File: src/logic/isa_pkg.sv
package isa_pkg;

  typedef logic [31:0] inst_t;
  typedef logic [4:0]  reg_addr_t;
  typedef logic [13:0] csr_addr_t;
  typedef logic [1:0]  plv_t;

  localparam plv_t      PLV_KERNEL = 2'd0;
  localparam csr_addr_t CSR_CRMD   = 14'h0000;

  // ------------------------------
  // Field positions
  localparam int OPC10_LSB = 22;
  localparam int OPC17_LSB = 15;
  localparam int OPC7_LSB  = 25;
  localparam int OPC8_LSB  = 24;
  localparam int OPC6_LSB  = 26;
  localparam int OPC22_LSB = 10;
  localparam int REG_W     = 5;
  localparam int RD_LSB    = 0;
  localparam int RJ_LSB    = 5;
  localparam int RK_LSB    = 10;  // Shared with ui5
  localparam int I12_LSB   = 10;
  localparam int CSR_LSB   = 10;
  localparam int SI20_LSB  = 5;

  // ------------------------------
  // ALU operation and class
  typedef enum logic [7:0] {
    ALU_NOP = 8'h00,
    ALU_ADDW, ALU_SUBW, ALU_SLT, ALU_SLTU, ALU_NOR, ALU_AND, ALU_OR, ALU_XOR,
    ALU_SLLW, ALU_SRLW, ALU_SRAW,
    ALU_SLTI, ALU_SLTUI, ALU_ADDIW, ALU_ANDI, ALU_ORI, ALU_XORI,
    ALU_SLLIW, ALU_SRLIW, ALU_SRAIW, ALU_LU12I, ALU_PCADDU12I,
    ALU_LDB, ALU_LDH, ALU_LDW, ALU_LDBU, ALU_LDHU, ALU_STB, ALU_STH, ALU_STW,
    ALU_BEQ, ALU_BNE, ALU_BLT, ALU_BGE, ALU_B, ALU_BL, ALU_JIRL,
    ALU_CSRRD, ALU_CSRWR, ALU_CSRXCHG, ALU_ERTN, ALU_IDLE, ALU_BREAK, ALU_SYSCALL
  } aluop_t;

  typedef enum logic [2:0] {
    ALU_SEL_NOP = 3'd0,
    ALU_SEL_LOGIC, ALU_SEL_SHIFT, ALU_SEL_ARITHMETIC, ALU_SEL_LOAD_STORE,
    ALU_SEL_JUMP_BRANCH
  } alusel_t;

  typedef enum logic [2:0] {
    IMM_NONE = 3'd0,
    IMM_SI12, IMM_UI12, IMM_UI5, IMM_SI20_HI
  } imm_kind_t;

  // ------------------------------
  // Exceptions
  typedef logic [6:0] ex_cause_t;

  localparam ex_cause_t EX_NOP = 7'h00;
  localparam ex_cause_t EX_SYS = 7'h0b;
  localparam ex_cause_t EX_BRK = 7'h0c;
  localparam ex_cause_t EX_INE = 7'h0d;
  localparam ex_cause_t EX_IPE = 7'h0e;

  localparam int EX_SLOTS   = 6;
  localparam int EX_SLOT_ID = 2;  // Decode owns this slot

  // ------------------------------
  // Opcodes by top-field width
  localparam logic [9:0] OPC_SLTI  = 10'h008;
  localparam logic [9:0] OPC_SLTUI = 10'h009;
  localparam logic [9:0] OPC_ADDIW = 10'h00a;
  localparam logic [9:0] OPC_ANDI  = 10'h00d;
  localparam logic [9:0] OPC_ORI   = 10'h00e;
  localparam logic [9:0] OPC_XORI  = 10'h00f;
  localparam logic [9:0] OPC_LDB   = 10'h0a0;
  localparam logic [9:0] OPC_LDH   = 10'h0a1;
  localparam logic [9:0] OPC_LDW   = 10'h0a2;
  localparam logic [9:0] OPC_STB   = 10'h0a4;
  localparam logic [9:0] OPC_STH   = 10'h0a5;
  localparam logic [9:0] OPC_STW   = 10'h0a6;
  localparam logic [9:0] OPC_LDBU  = 10'h0a8;
  localparam logic [9:0] OPC_LDHU  = 10'h0a9;

  localparam logic [16:0] OPC_ADDW    = 17'h00020;
  localparam logic [16:0] OPC_SUBW    = 17'h00022;
  localparam logic [16:0] OPC_SLT     = 17'h00024;
  localparam logic [16:0] OPC_SLTU    = 17'h00025;
  localparam logic [16:0] OPC_NOR     = 17'h00028;
  localparam logic [16:0] OPC_AND     = 17'h00029;
  localparam logic [16:0] OPC_OR      = 17'h0002a;
  localparam logic [16:0] OPC_XOR     = 17'h0002b;
  localparam logic [16:0] OPC_SLLW    = 17'h0002e;
  localparam logic [16:0] OPC_SRLW    = 17'h0002f;
  localparam logic [16:0] OPC_SRAW    = 17'h00030;
  localparam logic [16:0] OPC_BREAK   = 17'h00054;
  localparam logic [16:0] OPC_SYSCALL = 17'h00056;
  localparam logic [16:0] OPC_SLLIW   = 17'h00081;
  localparam logic [16:0] OPC_SRLIW   = 17'h00089;
  localparam logic [16:0] OPC_SRAIW   = 17'h00091;
  localparam logic [16:0] OPC_IDLE    = 17'h00c91;

  localparam logic [6:0] OPC_LU12I     = 7'h0a;
  localparam logic [6:0] OPC_PCADDU12I = 7'h0e;

  localparam logic [7:0] OPC_CSR = 8'h04;

  localparam logic [5:0] OPC_JIRL = 6'h13;
  localparam logic [5:0] OPC_B    = 6'h14;
  localparam logic [5:0] OPC_BL   = 6'h15;
  localparam logic [5:0] OPC_BEQ  = 6'h16;
  localparam logic [5:0] OPC_BNE  = 6'h17;
  localparam logic [5:0] OPC_BLT  = 6'h18;
  localparam logic [5:0] OPC_BGE  = 6'h19;
  localparam logic [5:0] OPC_BLTU = 6'h1a;
  localparam logic [5:0] OPC_BGEU = 6'h1b;

  localparam logic [21:0] OPC_ERTN = 22'h01920e;

  localparam reg_addr_t CSRRD_RJ = 5'd0;  // CSR group split on rj
  localparam reg_addr_t CSRWR_RJ = 5'd1;

endpackage
File: src/logic/pipe_pkg.sv
package pipe_pkg;

  // ------------------------------
  // Fetch to decode
  typedef struct packed {
    logic [31:0]                                      pc;
    isa_pkg::inst_t                                   inst;
    logic [isa_pkg::EX_SLOTS-1:0]                     is_exception;
    isa_pkg::ex_cause_t [isa_pkg::EX_SLOTS-1:0]       exception_cause;
  } pc_id_t;

  // CSR write still in flight downstream
  typedef struct packed {
    logic                csr_write_en;
    isa_pkg::csr_addr_t  csr_write_addr;
    logic [31:0]         csr_write_data;
  } csr_fwd_t;

  // ------------------------------
  // Decoder result
  typedef struct packed {
    logic                hit;
    isa_pkg::aluop_t     aluop;
    isa_pkg::alusel_t    alusel;
    logic                reg_write_en;
    isa_pkg::reg_addr_t  reg_write_addr;
    logic                reg1_read_en;
    isa_pkg::reg_addr_t  reg1_read_addr;
    logic                reg2_read_en;
    isa_pkg::reg_addr_t  reg2_read_addr;
    isa_pkg::imm_kind_t  imm_kind;
    logic                csr_read_en;
    logic                csr_write_en;
    logic                ex;
    isa_pkg::ex_cause_t  ex_cause;
  } dec_ctrl_t;

  // ------------------------------
  // Decode to dispatch
  typedef struct packed {
    logic [31:0]                                      pc;
    isa_pkg::inst_t                                   inst;
    isa_pkg::aluop_t                                  aluop;
    isa_pkg::alusel_t                                 alusel;
    logic                                             reg_write_en;
    isa_pkg::reg_addr_t                               reg_write_addr;
    logic                                             reg1_read_en;
    isa_pkg::reg_addr_t                               reg1_read_addr;
    logic                                             reg2_read_en;
    isa_pkg::reg_addr_t                               reg2_read_addr;
    logic [31:0]                                      imm;
    logic                                             csr_read_en;
    logic                                             csr_write_en;
    isa_pkg::csr_addr_t                               csr_addr;
    logic [isa_pkg::EX_SLOTS-1:0]                     is_exception;
    isa_pkg::ex_cause_t [isa_pkg::EX_SLOTS-1:0]       exception_cause;
  } id_dispatch_t;

endpackage

File: src/logic/id_stage.sv
module id_stage (
  input  logic                   clk,
  input  logic                   rst,
  input  pipe_pkg::pc_id_t       pc_id,
  input  isa_pkg::plv_t          crmd_plv,
  input  pipe_pkg::csr_fwd_t     csr_push_forward,
  output pipe_pkg::id_dispatch_t id_dispatch
);

  pipe_pkg::dec_ctrl_t alu_ctrl;
  pipe_pkg::dec_ctrl_t priv_ctrl;

  // ------------------------------
  // Decoders
  alu_decode u_alu_decode (
    .inst (pc_id.inst),
    .ctrl (alu_ctrl)
  );

  priv_decode u_priv_decode (
    .inst             (pc_id.inst),
    .crmd_plv         (crmd_plv),
    .csr_push_forward (csr_push_forward),
    .ctrl             (priv_ctrl)
  );

  // ------------------------------
  // Merge and register
  dispatch_reg u_dispatch_reg (
    .clk         (clk),
    .rst         (rst),
    .pc_id       (pc_id),
    .alu_ctrl    (alu_ctrl),
    .priv_ctrl   (priv_ctrl),
    .id_dispatch (id_dispatch)
  );

endmodule

File: src/logic/dispatch_reg.sv
module dispatch_reg (
  input  logic                   clk,
  input  logic                   rst,
  input  pipe_pkg::pc_id_t       pc_id,
  input  pipe_pkg::dec_ctrl_t    alu_ctrl,
  input  pipe_pkg::dec_ctrl_t    priv_ctrl,
  output pipe_pkg::id_dispatch_t id_dispatch
);

  pipe_pkg::dec_ctrl_t    sel;
  pipe_pkg::id_dispatch_t nxt;
  logic [31:0]            imm;
  logic                   decoded;

  // ------------------------------
  // Pick the decoder that claimed the word
  always_comb begin
    if (alu_ctrl.hit) begin
      sel = alu_ctrl;
    end else if (priv_ctrl.hit) begin
      sel = priv_ctrl;
    end else begin
      sel                = '0;
      sel.aluop          = isa_pkg::ALU_NOP;
      sel.alusel         = isa_pkg::ALU_SEL_NOP;
      sel.imm_kind       = isa_pkg::IMM_NONE;
      sel.ex_cause       = isa_pkg::EX_NOP;
      sel.reg1_read_addr = pc_id.inst[isa_pkg::RJ_LSB +: isa_pkg::REG_W];
      sel.reg2_read_addr = pc_id.inst[isa_pkg::RK_LSB +: isa_pkg::REG_W];
    end
  end

  imm_gen u_imm_gen (
    .inst     (pc_id.inst),
    .imm_kind (sel.imm_kind),
    .imm      (imm)
  );

  // All-zero word passes as a bubble
  assign decoded = alu_ctrl.hit || priv_ctrl.hit || (pc_id.inst == '0);

  always_comb begin
    nxt.pc             = pc_id.pc;
    nxt.inst           = pc_id.inst;
    nxt.aluop          = sel.aluop;
    nxt.alusel         = sel.alusel;
    nxt.reg_write_en   = sel.reg_write_en;
    nxt.reg_write_addr = sel.reg_write_addr;
    nxt.reg1_read_en   = sel.reg1_read_en;
    nxt.reg1_read_addr = sel.reg1_read_addr;
    nxt.reg2_read_en   = sel.reg2_read_en;
    nxt.reg2_read_addr = sel.reg2_read_addr;
    nxt.imm            = imm;
    nxt.csr_read_en    = sel.csr_read_en;
    nxt.csr_write_en   = sel.csr_write_en;
    nxt.csr_addr       = pc_id.inst[isa_pkg::CSR_LSB +: 14];

    nxt.is_exception    = pc_id.is_exception;
    nxt.exception_cause = pc_id.exception_cause;
    nxt.is_exception[isa_pkg::EX_SLOT_ID]    = decoded ? sel.ex : 1'b1;
    nxt.exception_cause[isa_pkg::EX_SLOT_ID] = decoded ? sel.ex_cause : isa_pkg::EX_INE;
  end

  always_ff @(posedge clk) begin
    if (rst) begin
      id_dispatch <= '0;
    end else begin
      id_dispatch <= nxt;
    end
  end

endmodule

File: src/logic/priv_decode.sv
module priv_decode (
  input  isa_pkg::inst_t      inst,
  input  isa_pkg::plv_t       crmd_plv,
  input  pipe_pkg::csr_fwd_t  csr_push_forward,
  output pipe_pkg::dec_ctrl_t ctrl
);

  logic [16:0]        opc17;
  logic [7:0]         opc8;
  logic [21:0]        opc22;
  isa_pkg::reg_addr_t rd;
  isa_pkg::reg_addr_t rj;
  isa_pkg::reg_addr_t rk;
  logic               crmd_fwd;
  isa_pkg::plv_t      cur_plv;
  logic               priv_op;

  assign opc17 = inst[31:isa_pkg::OPC17_LSB];
  assign opc8  = inst[31:isa_pkg::OPC8_LSB];
  assign opc22 = inst[31:isa_pkg::OPC22_LSB];
  assign rd    = inst[isa_pkg::RD_LSB +: isa_pkg::REG_W];
  assign rj    = inst[isa_pkg::RJ_LSB +: isa_pkg::REG_W];
  assign rk    = inst[isa_pkg::RK_LSB +: isa_pkg::REG_W];

  // Level seen by this instruction
  assign crmd_fwd = csr_push_forward.csr_write_en &&
                    (csr_push_forward.csr_write_addr == isa_pkg::CSR_CRMD);
  assign cur_plv  = crmd_fwd ? csr_push_forward.csr_write_data[1:0] : crmd_plv;

  always_comb begin
    ctrl                = '0;
    ctrl.reg1_read_addr = rj;
    ctrl.reg2_read_addr = rk;
    priv_op             = 1'b0;

    if (opc17 == isa_pkg::OPC_BREAK) begin
      ctrl.hit      = 1'b1;
      ctrl.aluop    = isa_pkg::ALU_BREAK;
      ctrl.ex       = 1'b1;
      ctrl.ex_cause = isa_pkg::EX_BRK;
    end else if (opc17 == isa_pkg::OPC_SYSCALL) begin
      ctrl.hit      = 1'b1;
      ctrl.aluop    = isa_pkg::ALU_SYSCALL;
      ctrl.ex       = 1'b1;
      ctrl.ex_cause = isa_pkg::EX_SYS;
    end else if (opc17 == isa_pkg::OPC_IDLE) begin
      ctrl.hit   = 1'b1;
      ctrl.aluop = isa_pkg::ALU_IDLE;
      priv_op    = 1'b1;
    end else if (opc22 == isa_pkg::OPC_ERTN) begin
      ctrl.hit   = 1'b1;
      ctrl.aluop = isa_pkg::ALU_ERTN;
      priv_op    = 1'b1;
    end else if (opc8 == isa_pkg::OPC_CSR) begin
      ctrl.hit            = 1'b1;
      ctrl.reg_write_en   = 1'b1;
      ctrl.reg_write_addr = rd;
      ctrl.csr_read_en    = 1'b1;
      priv_op             = 1'b1;
      case (rj)
        isa_pkg::CSRRD_RJ: ctrl.aluop = isa_pkg::ALU_CSRRD;
        isa_pkg::CSRWR_RJ: begin
          ctrl.aluop          = isa_pkg::ALU_CSRWR;
          ctrl.csr_write_en   = 1'b1;
          ctrl.reg1_read_en   = 1'b1;
          ctrl.reg1_read_addr = rd;
        end
        default: begin  // rj holds the write mask
          ctrl.aluop          = isa_pkg::ALU_CSRXCHG;
          ctrl.csr_write_en   = 1'b1;
          ctrl.reg1_read_en   = 1'b1;
          ctrl.reg1_read_addr = rd;
          ctrl.reg2_read_en   = 1'b1;
          ctrl.reg2_read_addr = rj;
        end
      endcase
    end

    if (priv_op && (cur_plv != isa_pkg::PLV_KERNEL)) begin
      ctrl.ex       = 1'b1;
      ctrl.ex_cause = isa_pkg::EX_IPE;
    end
  end

endmodule

File: src/logic/alu_decode.sv
module alu_decode (
  input  isa_pkg::inst_t      inst,
  output pipe_pkg::dec_ctrl_t ctrl
);

  logic [9:0]         opc10;
  logic [16:0]        opc17;
  logic [6:0]         opc7;
  logic [5:0]         opc6;
  isa_pkg::reg_addr_t rd;
  isa_pkg::reg_addr_t rj;
  isa_pkg::reg_addr_t rk;
  isa_pkg::aluop_t    op;

  assign opc10 = inst[31:isa_pkg::OPC10_LSB];
  assign opc17 = inst[31:isa_pkg::OPC17_LSB];
  assign opc7  = inst[31:isa_pkg::OPC7_LSB];
  assign opc6  = inst[31:isa_pkg::OPC6_LSB];
  assign rd    = inst[isa_pkg::RD_LSB +: isa_pkg::REG_W];
  assign rj    = inst[isa_pkg::RJ_LSB +: isa_pkg::REG_W];
  assign rk    = inst[isa_pkg::RK_LSB +: isa_pkg::REG_W];

  // ------------------------------
  // Opcode match over the top fields
  always_comb begin
    op = isa_pkg::ALU_NOP;
    case (opc10)
      isa_pkg::OPC_SLTI:  op = isa_pkg::ALU_SLTI;
      isa_pkg::OPC_SLTUI: op = isa_pkg::ALU_SLTUI;
      isa_pkg::OPC_ADDIW: op = isa_pkg::ALU_ADDIW;
      isa_pkg::OPC_ANDI:  op = isa_pkg::ALU_ANDI;
      isa_pkg::OPC_ORI:   op = isa_pkg::ALU_ORI;
      isa_pkg::OPC_XORI:  op = isa_pkg::ALU_XORI;
      isa_pkg::OPC_LDB:   op = isa_pkg::ALU_LDB;
      isa_pkg::OPC_LDH:   op = isa_pkg::ALU_LDH;
      isa_pkg::OPC_LDW:   op = isa_pkg::ALU_LDW;
      isa_pkg::OPC_LDBU:  op = isa_pkg::ALU_LDBU;
      isa_pkg::OPC_LDHU:  op = isa_pkg::ALU_LDHU;
      isa_pkg::OPC_STB:   op = isa_pkg::ALU_STB;
      isa_pkg::OPC_STH:   op = isa_pkg::ALU_STH;
      isa_pkg::OPC_STW:   op = isa_pkg::ALU_STW;
      default: ;
    endcase
    case (opc17)
      isa_pkg::OPC_ADDW:  op = isa_pkg::ALU_ADDW;
      isa_pkg::OPC_SUBW:  op = isa_pkg::ALU_SUBW;
      isa_pkg::OPC_SLT:   op = isa_pkg::ALU_SLT;
      isa_pkg::OPC_SLTU:  op = isa_pkg::ALU_SLTU;
      isa_pkg::OPC_NOR:   op = isa_pkg::ALU_NOR;
      isa_pkg::OPC_AND:   op = isa_pkg::ALU_AND;
      isa_pkg::OPC_OR:    op = isa_pkg::ALU_OR;
      isa_pkg::OPC_XOR:   op = isa_pkg::ALU_XOR;
      isa_pkg::OPC_SLLW:  op = isa_pkg::ALU_SLLW;
      isa_pkg::OPC_SRLW:  op = isa_pkg::ALU_SRLW;
      isa_pkg::OPC_SRAW:  op = isa_pkg::ALU_SRAW;
      isa_pkg::OPC_SLLIW: op = isa_pkg::ALU_SLLIW;
      isa_pkg::OPC_SRLIW: op = isa_pkg::ALU_SRLIW;
      isa_pkg::OPC_SRAIW: op = isa_pkg::ALU_SRAIW;
      default: ;
    endcase
    case (opc7)
      isa_pkg::OPC_LU12I:     op = isa_pkg::ALU_LU12I;
      isa_pkg::OPC_PCADDU12I: op = isa_pkg::ALU_PCADDU12I;
      default: ;
    endcase
    case (opc6)
      isa_pkg::OPC_BEQ:  op = isa_pkg::ALU_BEQ;
      isa_pkg::OPC_BNE:  op = isa_pkg::ALU_BNE;
      isa_pkg::OPC_BLT:  op = isa_pkg::ALU_BLT;
      isa_pkg::OPC_BGE:  op = isa_pkg::ALU_BGE;
      isa_pkg::OPC_BLTU: op = isa_pkg::ALU_BLT;  // Unsigned compare folded onto signed
      isa_pkg::OPC_BGEU: op = isa_pkg::ALU_BGE;
      isa_pkg::OPC_B:    op = isa_pkg::ALU_B;
      isa_pkg::OPC_BL:   op = isa_pkg::ALU_BL;
      isa_pkg::OPC_JIRL: op = isa_pkg::ALU_JIRL;
      default: ;
    endcase
  end

  // ------------------------------
  // Class, register roles, immediate kind
  always_comb begin
    ctrl                = '0;
    ctrl.hit            = (op != isa_pkg::ALU_NOP);
    ctrl.aluop          = op;
    ctrl.reg1_read_addr = rj;
    ctrl.reg2_read_addr = rk;

    case (op)
      isa_pkg::ALU_NOR, isa_pkg::ALU_AND, isa_pkg::ALU_OR, isa_pkg::ALU_XOR,
      isa_pkg::ALU_ANDI, isa_pkg::ALU_ORI, isa_pkg::ALU_XORI,
      isa_pkg::ALU_LU12I: ctrl.alusel = isa_pkg::ALU_SEL_LOGIC;
      isa_pkg::ALU_SLLW, isa_pkg::ALU_SRLW, isa_pkg::ALU_SRAW, isa_pkg::ALU_SLLIW,
      isa_pkg::ALU_SRLIW, isa_pkg::ALU_SRAIW: ctrl.alusel = isa_pkg::ALU_SEL_SHIFT;
      isa_pkg::ALU_ADDW, isa_pkg::ALU_SUBW, isa_pkg::ALU_SLT, isa_pkg::ALU_SLTU,
      isa_pkg::ALU_SLTI, isa_pkg::ALU_SLTUI, isa_pkg::ALU_ADDIW,
      isa_pkg::ALU_PCADDU12I: ctrl.alusel = isa_pkg::ALU_SEL_ARITHMETIC;
      isa_pkg::ALU_LDB, isa_pkg::ALU_LDH, isa_pkg::ALU_LDW, isa_pkg::ALU_LDBU,
      isa_pkg::ALU_LDHU, isa_pkg::ALU_STB, isa_pkg::ALU_STH,
      isa_pkg::ALU_STW: ctrl.alusel = isa_pkg::ALU_SEL_LOAD_STORE;
      isa_pkg::ALU_BEQ, isa_pkg::ALU_BNE, isa_pkg::ALU_BLT, isa_pkg::ALU_BGE,
      isa_pkg::ALU_B, isa_pkg::ALU_BL,
      isa_pkg::ALU_JIRL: ctrl.alusel = isa_pkg::ALU_SEL_JUMP_BRANCH;
      default: ctrl.alusel = isa_pkg::ALU_SEL_NOP;
    endcase

    case (op)
      isa_pkg::ALU_ADDW, isa_pkg::ALU_SUBW, isa_pkg::ALU_SLT, isa_pkg::ALU_SLTU,
      isa_pkg::ALU_NOR, isa_pkg::ALU_AND, isa_pkg::ALU_OR, isa_pkg::ALU_XOR,
      isa_pkg::ALU_SLLW, isa_pkg::ALU_SRLW, isa_pkg::ALU_SRAW: begin
        ctrl.reg_write_en   = 1'b1;
        ctrl.reg_write_addr = rd;
        ctrl.reg1_read_en   = 1'b1;
        ctrl.reg2_read_en   = 1'b1;
      end
      isa_pkg::ALU_SLTI, isa_pkg::ALU_SLTUI, isa_pkg::ALU_ADDIW, isa_pkg::ALU_LDB,
      isa_pkg::ALU_LDH, isa_pkg::ALU_LDW, isa_pkg::ALU_LDBU, isa_pkg::ALU_LDHU,
      isa_pkg::ALU_ANDI, isa_pkg::ALU_ORI, isa_pkg::ALU_XORI, isa_pkg::ALU_SLLIW,
      isa_pkg::ALU_SRLIW, isa_pkg::ALU_SRAIW, isa_pkg::ALU_LU12I,
      isa_pkg::ALU_PCADDU12I, isa_pkg::ALU_JIRL: begin
        ctrl.reg_write_en   = 1'b1;
        ctrl.reg_write_addr = rd;
        ctrl.reg1_read_en   = 1'b1;
      end
      isa_pkg::ALU_STB, isa_pkg::ALU_STH, isa_pkg::ALU_STW, isa_pkg::ALU_BEQ,
      isa_pkg::ALU_BNE, isa_pkg::ALU_BLT, isa_pkg::ALU_BGE: begin
        ctrl.reg1_read_en   = 1'b1;
        ctrl.reg2_read_en   = 1'b1;
        ctrl.reg2_read_addr = rd;  // Store data or compare operand
      end
      isa_pkg::ALU_BL: begin
        ctrl.reg_write_en   = 1'b1;
        ctrl.reg_write_addr = 5'd1;  // Link register
      end
      default: ;
    endcase

    case (op)
      isa_pkg::ALU_ANDI, isa_pkg::ALU_ORI,
      isa_pkg::ALU_XORI: ctrl.imm_kind = isa_pkg::IMM_UI12;
      isa_pkg::ALU_SLLIW, isa_pkg::ALU_SRLIW,
      isa_pkg::ALU_SRAIW: ctrl.imm_kind = isa_pkg::IMM_UI5;
      isa_pkg::ALU_LU12I, isa_pkg::ALU_PCADDU12I: ctrl.imm_kind = isa_pkg::IMM_SI20_HI;
      isa_pkg::ALU_SLTI, isa_pkg::ALU_SLTUI, isa_pkg::ALU_ADDIW, isa_pkg::ALU_LDB,
      isa_pkg::ALU_LDH, isa_pkg::ALU_LDW, isa_pkg::ALU_LDBU, isa_pkg::ALU_LDHU,
      isa_pkg::ALU_STB, isa_pkg::ALU_STH,
      isa_pkg::ALU_STW: ctrl.imm_kind = isa_pkg::IMM_SI12;
      default: ctrl.imm_kind = isa_pkg::IMM_NONE;
    endcase

    if (op == isa_pkg::ALU_LU12I) begin
      ctrl.reg1_read_addr = '0;  // Adds to r0
    end
  end

endmodule

File: src/logic/imm_gen.sv
module imm_gen (
  input  isa_pkg::inst_t     inst,
  input  isa_pkg::imm_kind_t imm_kind,
  output logic [31:0]        imm
);

  logic [11:0] i12;
  logic [4:0]  ui5;
  logic [19:0] si20;

  assign i12  = inst[isa_pkg::I12_LSB +: 12];
  assign ui5  = inst[isa_pkg::RK_LSB +: 5];
  assign si20 = inst[isa_pkg::SI20_LSB +: 20];

  always_comb begin
    case (imm_kind)
      isa_pkg::IMM_SI12:    imm = {{20{i12[11]}}, i12};
      isa_pkg::IMM_UI12:    imm = {20'b0, i12};
      isa_pkg::IMM_UI5:     imm = {27'b0, ui5};  // Shift amount
      isa_pkg::IMM_SI20_HI: imm = {si20, 12'b0};
      default:              imm = '0;
    endcase
  end

endmodule

File: config.mk
export PLATFORM = sky130hd
export DESIGN_NAME = id_stage
export DESIGN_NICKNAME = d
export VERILOG_FILES = /design/src/logic/isa_pkg.sv /design/src/logic/pipe_pkg.sv /design/src/logic/id_stage.sv /design/src/logic/dispatch_reg.sv /design/src/logic/priv_decode.sv /design/src/logic/alu_decode.sv /design/src/logic/imm_gen.sv
export SDC_FILE = /design/constraint.sdc
export NUM_CORES = 1
export LEC_CHECK = 0
export ABC_CLOCK_PERIOD_IN_PS = 6600
export BUFFER_PORTS_ARGS = -buffer_cell sky130_fd_sc_hd__buf_2
export CAP_MARGIN = 0
export CORE_AREA = 2 2 137 139
export DETAILED_ROUTE_END_ITERATION = 10
export DIE_AREA = 0 0 139 141
export HOLD_SLACK_MARGIN = 0.06
export PLACE_DENSITY_LB_ADDON = 0.05
export SLEW_MARGIN = 25
export SYNTH_ARGS = -nofsm -noshare
export SYNTH_HDL_FRONTEND = slang
export SYNTH_SLANG_ARGS = --single-unit
File: constraint.sdc
create_clock -name clk -period 6.6 [get_ports clk]
set_clock_uncertainty 0.05 [all_clocks]
set_input_delay 0.33 -clock clk [delete_from_list [all_inputs] [get_ports clk]]
set_output_delay 0.33 -clock clk [all_outputs]
set_load 0.1 [all_outputs]
## Word level (Yosys, flattened, before mapping)

Memories as Yosys holds them, arrays and structs flattened.
Cells that the tools add are included.

- Flip-flop bits (word level): 189
- Bits in read-only memories: 288
- Bits of input ports: 163
- Output and inout bits: 189
- Memories: 2

Memories:

| memory | depth | bits a word | read ports | clocked after Yosys merged registers in | wr ports | RTL line | source |
|---|---|---|---|---|---|---|---|
| (name not given) | 64 | 3 | 1 | 0 | 0 | alu_decode.sv:89 | `case (op)` |
| (name not given) | 32 | 3 | 1 | 0 | 0 | alu_decode.sv:138 | `case (op)` |

- Equality and inequality tests: 85
- Muxes and demuxes: 44
- Bitwise logic cells: 3
- Reductions and logical operators: 22

Operators by type and width:

| cell | number |
|---|---|
| $eq 17x6->1 const B | 11 |
| $eq 6x5->1 const B | 25 |
| $pmux 5 s14 | 2 |
| $pmux 32 s4 | 1 |
| $mux 18 | 5 |
| $mux 42 | 2 |
| $eq 10x8->1 const B | 8 |
| $eq 10x4->1 const B | 6 |
| $eq 17x8->1 const B | 3 |
| $eq 6x4->1 const B | 8 |
| $mux 9 | 5 |
| $pmux 6 s7 | 1 |
| $reduce_or 35->1 | 1 |
| $eq 17x7->1 const B | 2 |
| $logic_not 32->1 | 1 |
| $eq 6x6->1 const B | 5 |
| $reduce_or 28->1 | 1 |
| $eq 6x3->1 const B | 4 |
| $mux 8 | 3 |
| $eq 22x17->1 const B | 1 |
| $reduce_or 18->1 | 1 |
| $eq 17x12->1 const B | 1 |
| $eq 7x4->1 const B | 2 |
| $logic_not 14->1 | 1 |
| 29 further kinds | 54 |

## Logic depth before layout (Yosys ltp)

- Word-level depth: 12
- Gate-level depth with buffers: 16
- Depth with buffers taken out: 14

## Modules after synthesis

A second synthesis with hierarchy kept.

- Cell total of the unflattened synthesis: 846
- Area, all modules: 8074.0 µm²

By module, submodules not included:

| module | instances | cells an instance | area an instance (µm²) | sequential area each (µm²) |
|---|---|---|---|---|
| dispatch_reg | 1 | 467 | 5422.7 | 3503.4 |
| alu_decode | 1 | 227 | 1582.8 | 0.0 |
| priv_decode | 1 | 89 | 614.3 | 0.0 |
| imm_gen | 1 | 63 | 454.2 | 0.0 |

## Worst setup path after synthesis

OpenSTA, ideal clock, no wires.

- Path kind: input to register
- From: input port pc_id[76] (netlist name)
- To: register, netlist name u_dispatch_reg.id_dispatch[108]
- Library setup time: 0.117 ns
- Arrival: 3.271 ns
- Slack: 3.161 ns
- Cell stages on the path: 15
- Path buffers: 1
- Path through: buf_2 nor3_4 nand3_2 nor3_2 o21ai_0 and3_1 a21oi_1 inv_1 ha_1 nor3_1 nand2_1 and3_1 o21ai_1 nand4_1 a32o_1

- Word-level cells in the longest chain between the ends: 9
- Elaborated cells on any way between the ends: 94
- Those cells by class: 73 x eq/ne; 17 x mux; 4 x reduce/logical

Ends and longest elaborated chain:

| element | RTL line | source |
|---|---|---|
| start, declared | id_stage.sv:4 | `input pipe_pkg::pc_id_t pc_id,` |
| $eq 10x8->1 or $eq 10x4->1 (tied branches) | alu_decode.sv:27 | `case (opc10)` |
| $pmux 5 s14 | alu_decode.sv:27 |  |
| $pmux 5 s14 | alu_decode.sv:44 | `case (opc17)` |
| $pmux 5 s2 | alu_decode.sv:61 | `case (opc7)` |
| $pmux 6 s7 | alu_decode.sv:66 | `case (opc6)` |
| $eq 6x1->1 (tied with other cells) | alu_decode.sv:107 | `case (op)` |
| $reduce_or 28->1 (no line) | n/a |  |
| $pmux 6 s2 | alu_decode.sv:107 |  |
| $mux 42 (*) | dispatch_reg.sv:18 | `if (alu_ctrl.hit) begin` |

Every way passes the cells marked *; elsewhere a longest branch is shown, timed or not.
A chain may end at the register's enable or synchronous reset.

## Final worst setup path

- From: input port pc_id[75] (netlist name)
- To: register, netlist name u_dispatch_reg.id_dispatch[108]

- Word-level cells in the longest chain between the ends: 9
- Elaborated cells on any way between the ends: 94
- Those cells by class: 73 x eq/ne; 17 x mux; 4 x reduce/logical

Ends and longest elaborated chain:

| element | RTL line |
|---|---|
| $eq 10x8->1 or $eq 10x4->1 (tied branches) | alu_decode.sv:27 |
| $pmux 5 s14 | alu_decode.sv:27 |
| $pmux 5 s14 | alu_decode.sv:44 |
| $pmux 5 s2 | alu_decode.sv:61 |
| $pmux 6 s7 | alu_decode.sv:66 |
| $eq 6x1->1 (tied with other cells) | alu_decode.sv:107 |
| $reduce_or 28->1 (no line) | n/a |
| $pmux 6 s2 | alu_decode.sv:107 |
| $mux 42 (*) | dispatch_reg.sv:18 |

Marked as above.

==> out/qor.yml <==
timing:
  tns_ns: 0
  fmax_mhz: 261
  tightestPinTransition_ns: 0.882
  fin_crit_sh: 0.582
  max-slew-margin-rel: 0.406
  hold_viol: 0
  drv_slew: 0
  setup_viol: 0
  rsz0062_at_grt: "no"
  min_period_ns: 3.84
grt:
  globalRouteOverflowTotal: 0
  track_usage: 0.202
  grt_max_degree: 70
  grt_first_pass_wirelength_mm: 31.4
  antenna_found_initial: 0
  first_global_vias: 5644
power_and_ir_drop:
  total_power_mw: 2.84
  power-per-cell-area_nw_per_um2: 307
  ir_drop_mv: 0.222
  p_leak_nw: 4.21
clock_network:
  cts_tree: "yes"
  h-tree-depth: 4
  clk_root_buffer_cell: "clkbuf_16"
  cts.clk_slew.worst_paths_ns: 0.07
  clk_path_buf_depth: 2
  cts_setup_buffers: 0
  cts_buffers: 17
  cts_sinks: 169
worst_setup_path:
  slowest_stage: "nor3_4"
  crit_path_end_kind: "flop"
  cpPeakStageDelay_ns: 0.37
  cp_common_cell: "and3_1"
  crit_chain: "buf_2 > nor3_4 > nand3_2 > nor3_2 > o21ai_0 > and3_1 > a21oi_1 > inv_1 > ha_1 > nor3_1 > nand2_1 > and3_1 > o21ai_1 > nand4_1 > a32o_1"
  start_kind: "input pin"
  critical_path_class: "in -> reg"
  required_ns: 6.86
  worstPathArrival_ns: 4.10
  worstPathMaxFanout: 15
synthesis:
  ys_seq_area_frac: 0.500
  syn_area_um2: 6760
  synthArstFlopShare: 0
  synth_ff_type: "dfxtp_1"
  synth_warnings: 0
  synth_common_cells: "169 x dfxtp_1, 110 x nor2b_1, 43 x nor2_1"
  syn_avg_cell_area_um2: 9.98
  synth.top_cell.area_share: 0.500
  syn-instance-count: 678
  synth.most_common_cell: "dfxtp_1"
  synth_edf_count: 0
  synth_cell_types: 78
  yosys.area.top_type: "dfxtp_1"
  synth_area_leaders: "dfxtp_1 50%, nor2b_1 10%, a21oi_2 2.6%"
  synth-seq-cells: 169
final_layout:
  n_fill_cell: 1756
  reg.largest.list: "u_dispatch_reg.id_dispatch (169)"
  antenna_cells: 0
  multi_input_area_um2: 3040
  area_growth_pct: 36.9
  regMostFlops: "u_dispatch_reg.id_dispatch"
  stdcell_area_um2: 9260
  largest_reg_flops: 169
  ff_latch_area_um2: 3380
  drive_gt1_frac: 0.401
  fin_nets: 1158
route:
  num_vias: 5960
  wl_met2_mm: 10.4
  first_pass_iters: 4
  drc: 0
  post_drt_wl_per_cell_um: 16.7
  wl_met1_mm: 8.75
  drtIter0Drc: 319
  vias_per_cell: 4.83
  met3_length_mm: 1.17
  drtAntennaViolNets: 0
  routed_wl_mm: 20.6
  top_layer_used: "met4"
die:
  core_area_um2: 18300
  fp.dieH_um: 141
  dieArea_um2: 19600
  num_rows: 50
  start_util: 0.370
  pin_count: 352
  die_w_um: 139
status:
  status: "finished clean"
hold_path:
  hp-class: "in -> reg"
placed_design:
  hpwl_mm: 15.3
  portBuffers: 308
  placed_area_um2: 8320
  gp_congestion: 0.858
flow_run:
  cap_viol_max_count: 0
==> power breakdown <==
part	internal, mW	leakage [nW]	switching, mW
combinational	0.130	2.50	0.557
clock	0.645	0.315	0.429
sequential	1.07	1.40	0.0124
==> per-layer routing <==
metal  track usage  vias to the layer above
li1              -                     2951
met1         0.248                     2763
met2         0.356                      223
met3        0.0465                       23
met4        0.0585                        0
met5             0                        -
==> metrics by stage <==
step	cells	setup slack [ns]	hold WS, ns	util
6_report	1233	2.76	0.0752	0.507
5_1_grt	1233	2.43	0.0627	0.507
3_5_place_dp	1171	2.36	0.495	0.455
3_3_place_gp	1171	2.29	0.488	0.455
4_1_cts	1231	2.80	0.0605	0.506
2_1_floorplan	682	3.16	0.406	-
==> critical path: cells and delay by family <==
family          cells  cell delay, ns
compound gates      4            0.98
fa+ha+maj           1            0.27
buf+inv             2            0.40
simple gates        8            2.11
==> cell type report <==
cell class | count | share of cell area
clock buffers | 17 | 0.0459
clock inverters | 14 | 0.0224
inverters | 9 | 0.00365
multi-input cells | 447 | 0.328
flip-flops and latches | 169 | 0.365
well taps | 234 | 0.0316
repair buffers | 343 | 0.203
==> kinds of logic (layout without fill, tap and decap cells) <==
| kind of cell | after synthesis | after routing | share of synthesized area |
|---|---|---|---|
| other cells | 1 | 5 | 0.000554 |
| buf+inv | 66 | 383 | 0.0559 |
| simple gates | 305 | 305 | 0.273 |
| xor+xnor | 3 | 3 | 0.00389 |
| flops | 169 | 169 | 0.500 |
| mux | 7 | 7 | 0.0131 |
| compound gates | 119 | 119 | 0.139 |
| fa+ha+maj | 8 | 8 | 0.0148 |
==> final timing paths <==
| kind | startpoint | end | slack [ns] | depth (start not counted) |
|---|---|---|---|---|
| worst min-delay path | pc_id[94] | u_dispatch_reg.id_dispatch[171] | 0.08 | 2 |
| worst max-delay path | pc_id[75] | u_dispatch_reg.id_dispatch[108] | 2.76 | 15 |
==> cells in the final DEF, fill, tap and decap left out, types with 6 or more instances in the layout <==
master and count:
nand2b_1 8, a21boi_1 7, a21oi_2 20, nand3_1 12, a21oi_1 14, dfxtp_1 169
nor3_2 6, dlygate4sd3_1 31, and3_1 9, clkbuf_16 17, nor2_1 43, nor4_1 6
inv_1 8, o21ai_0 10, ha_1 8, buf_2 307, nand4_1 7, o22ai_1 10
nand2_1 38, nor2b_1 110, a211oi_1 10, nor3_1 20
==> repair_timing <==
action	in CTS	in global routing
resized for setup	0	0
hold endpoints to repair	29	2
hold buffers	29	2
(Power assumes the default switching activity.)
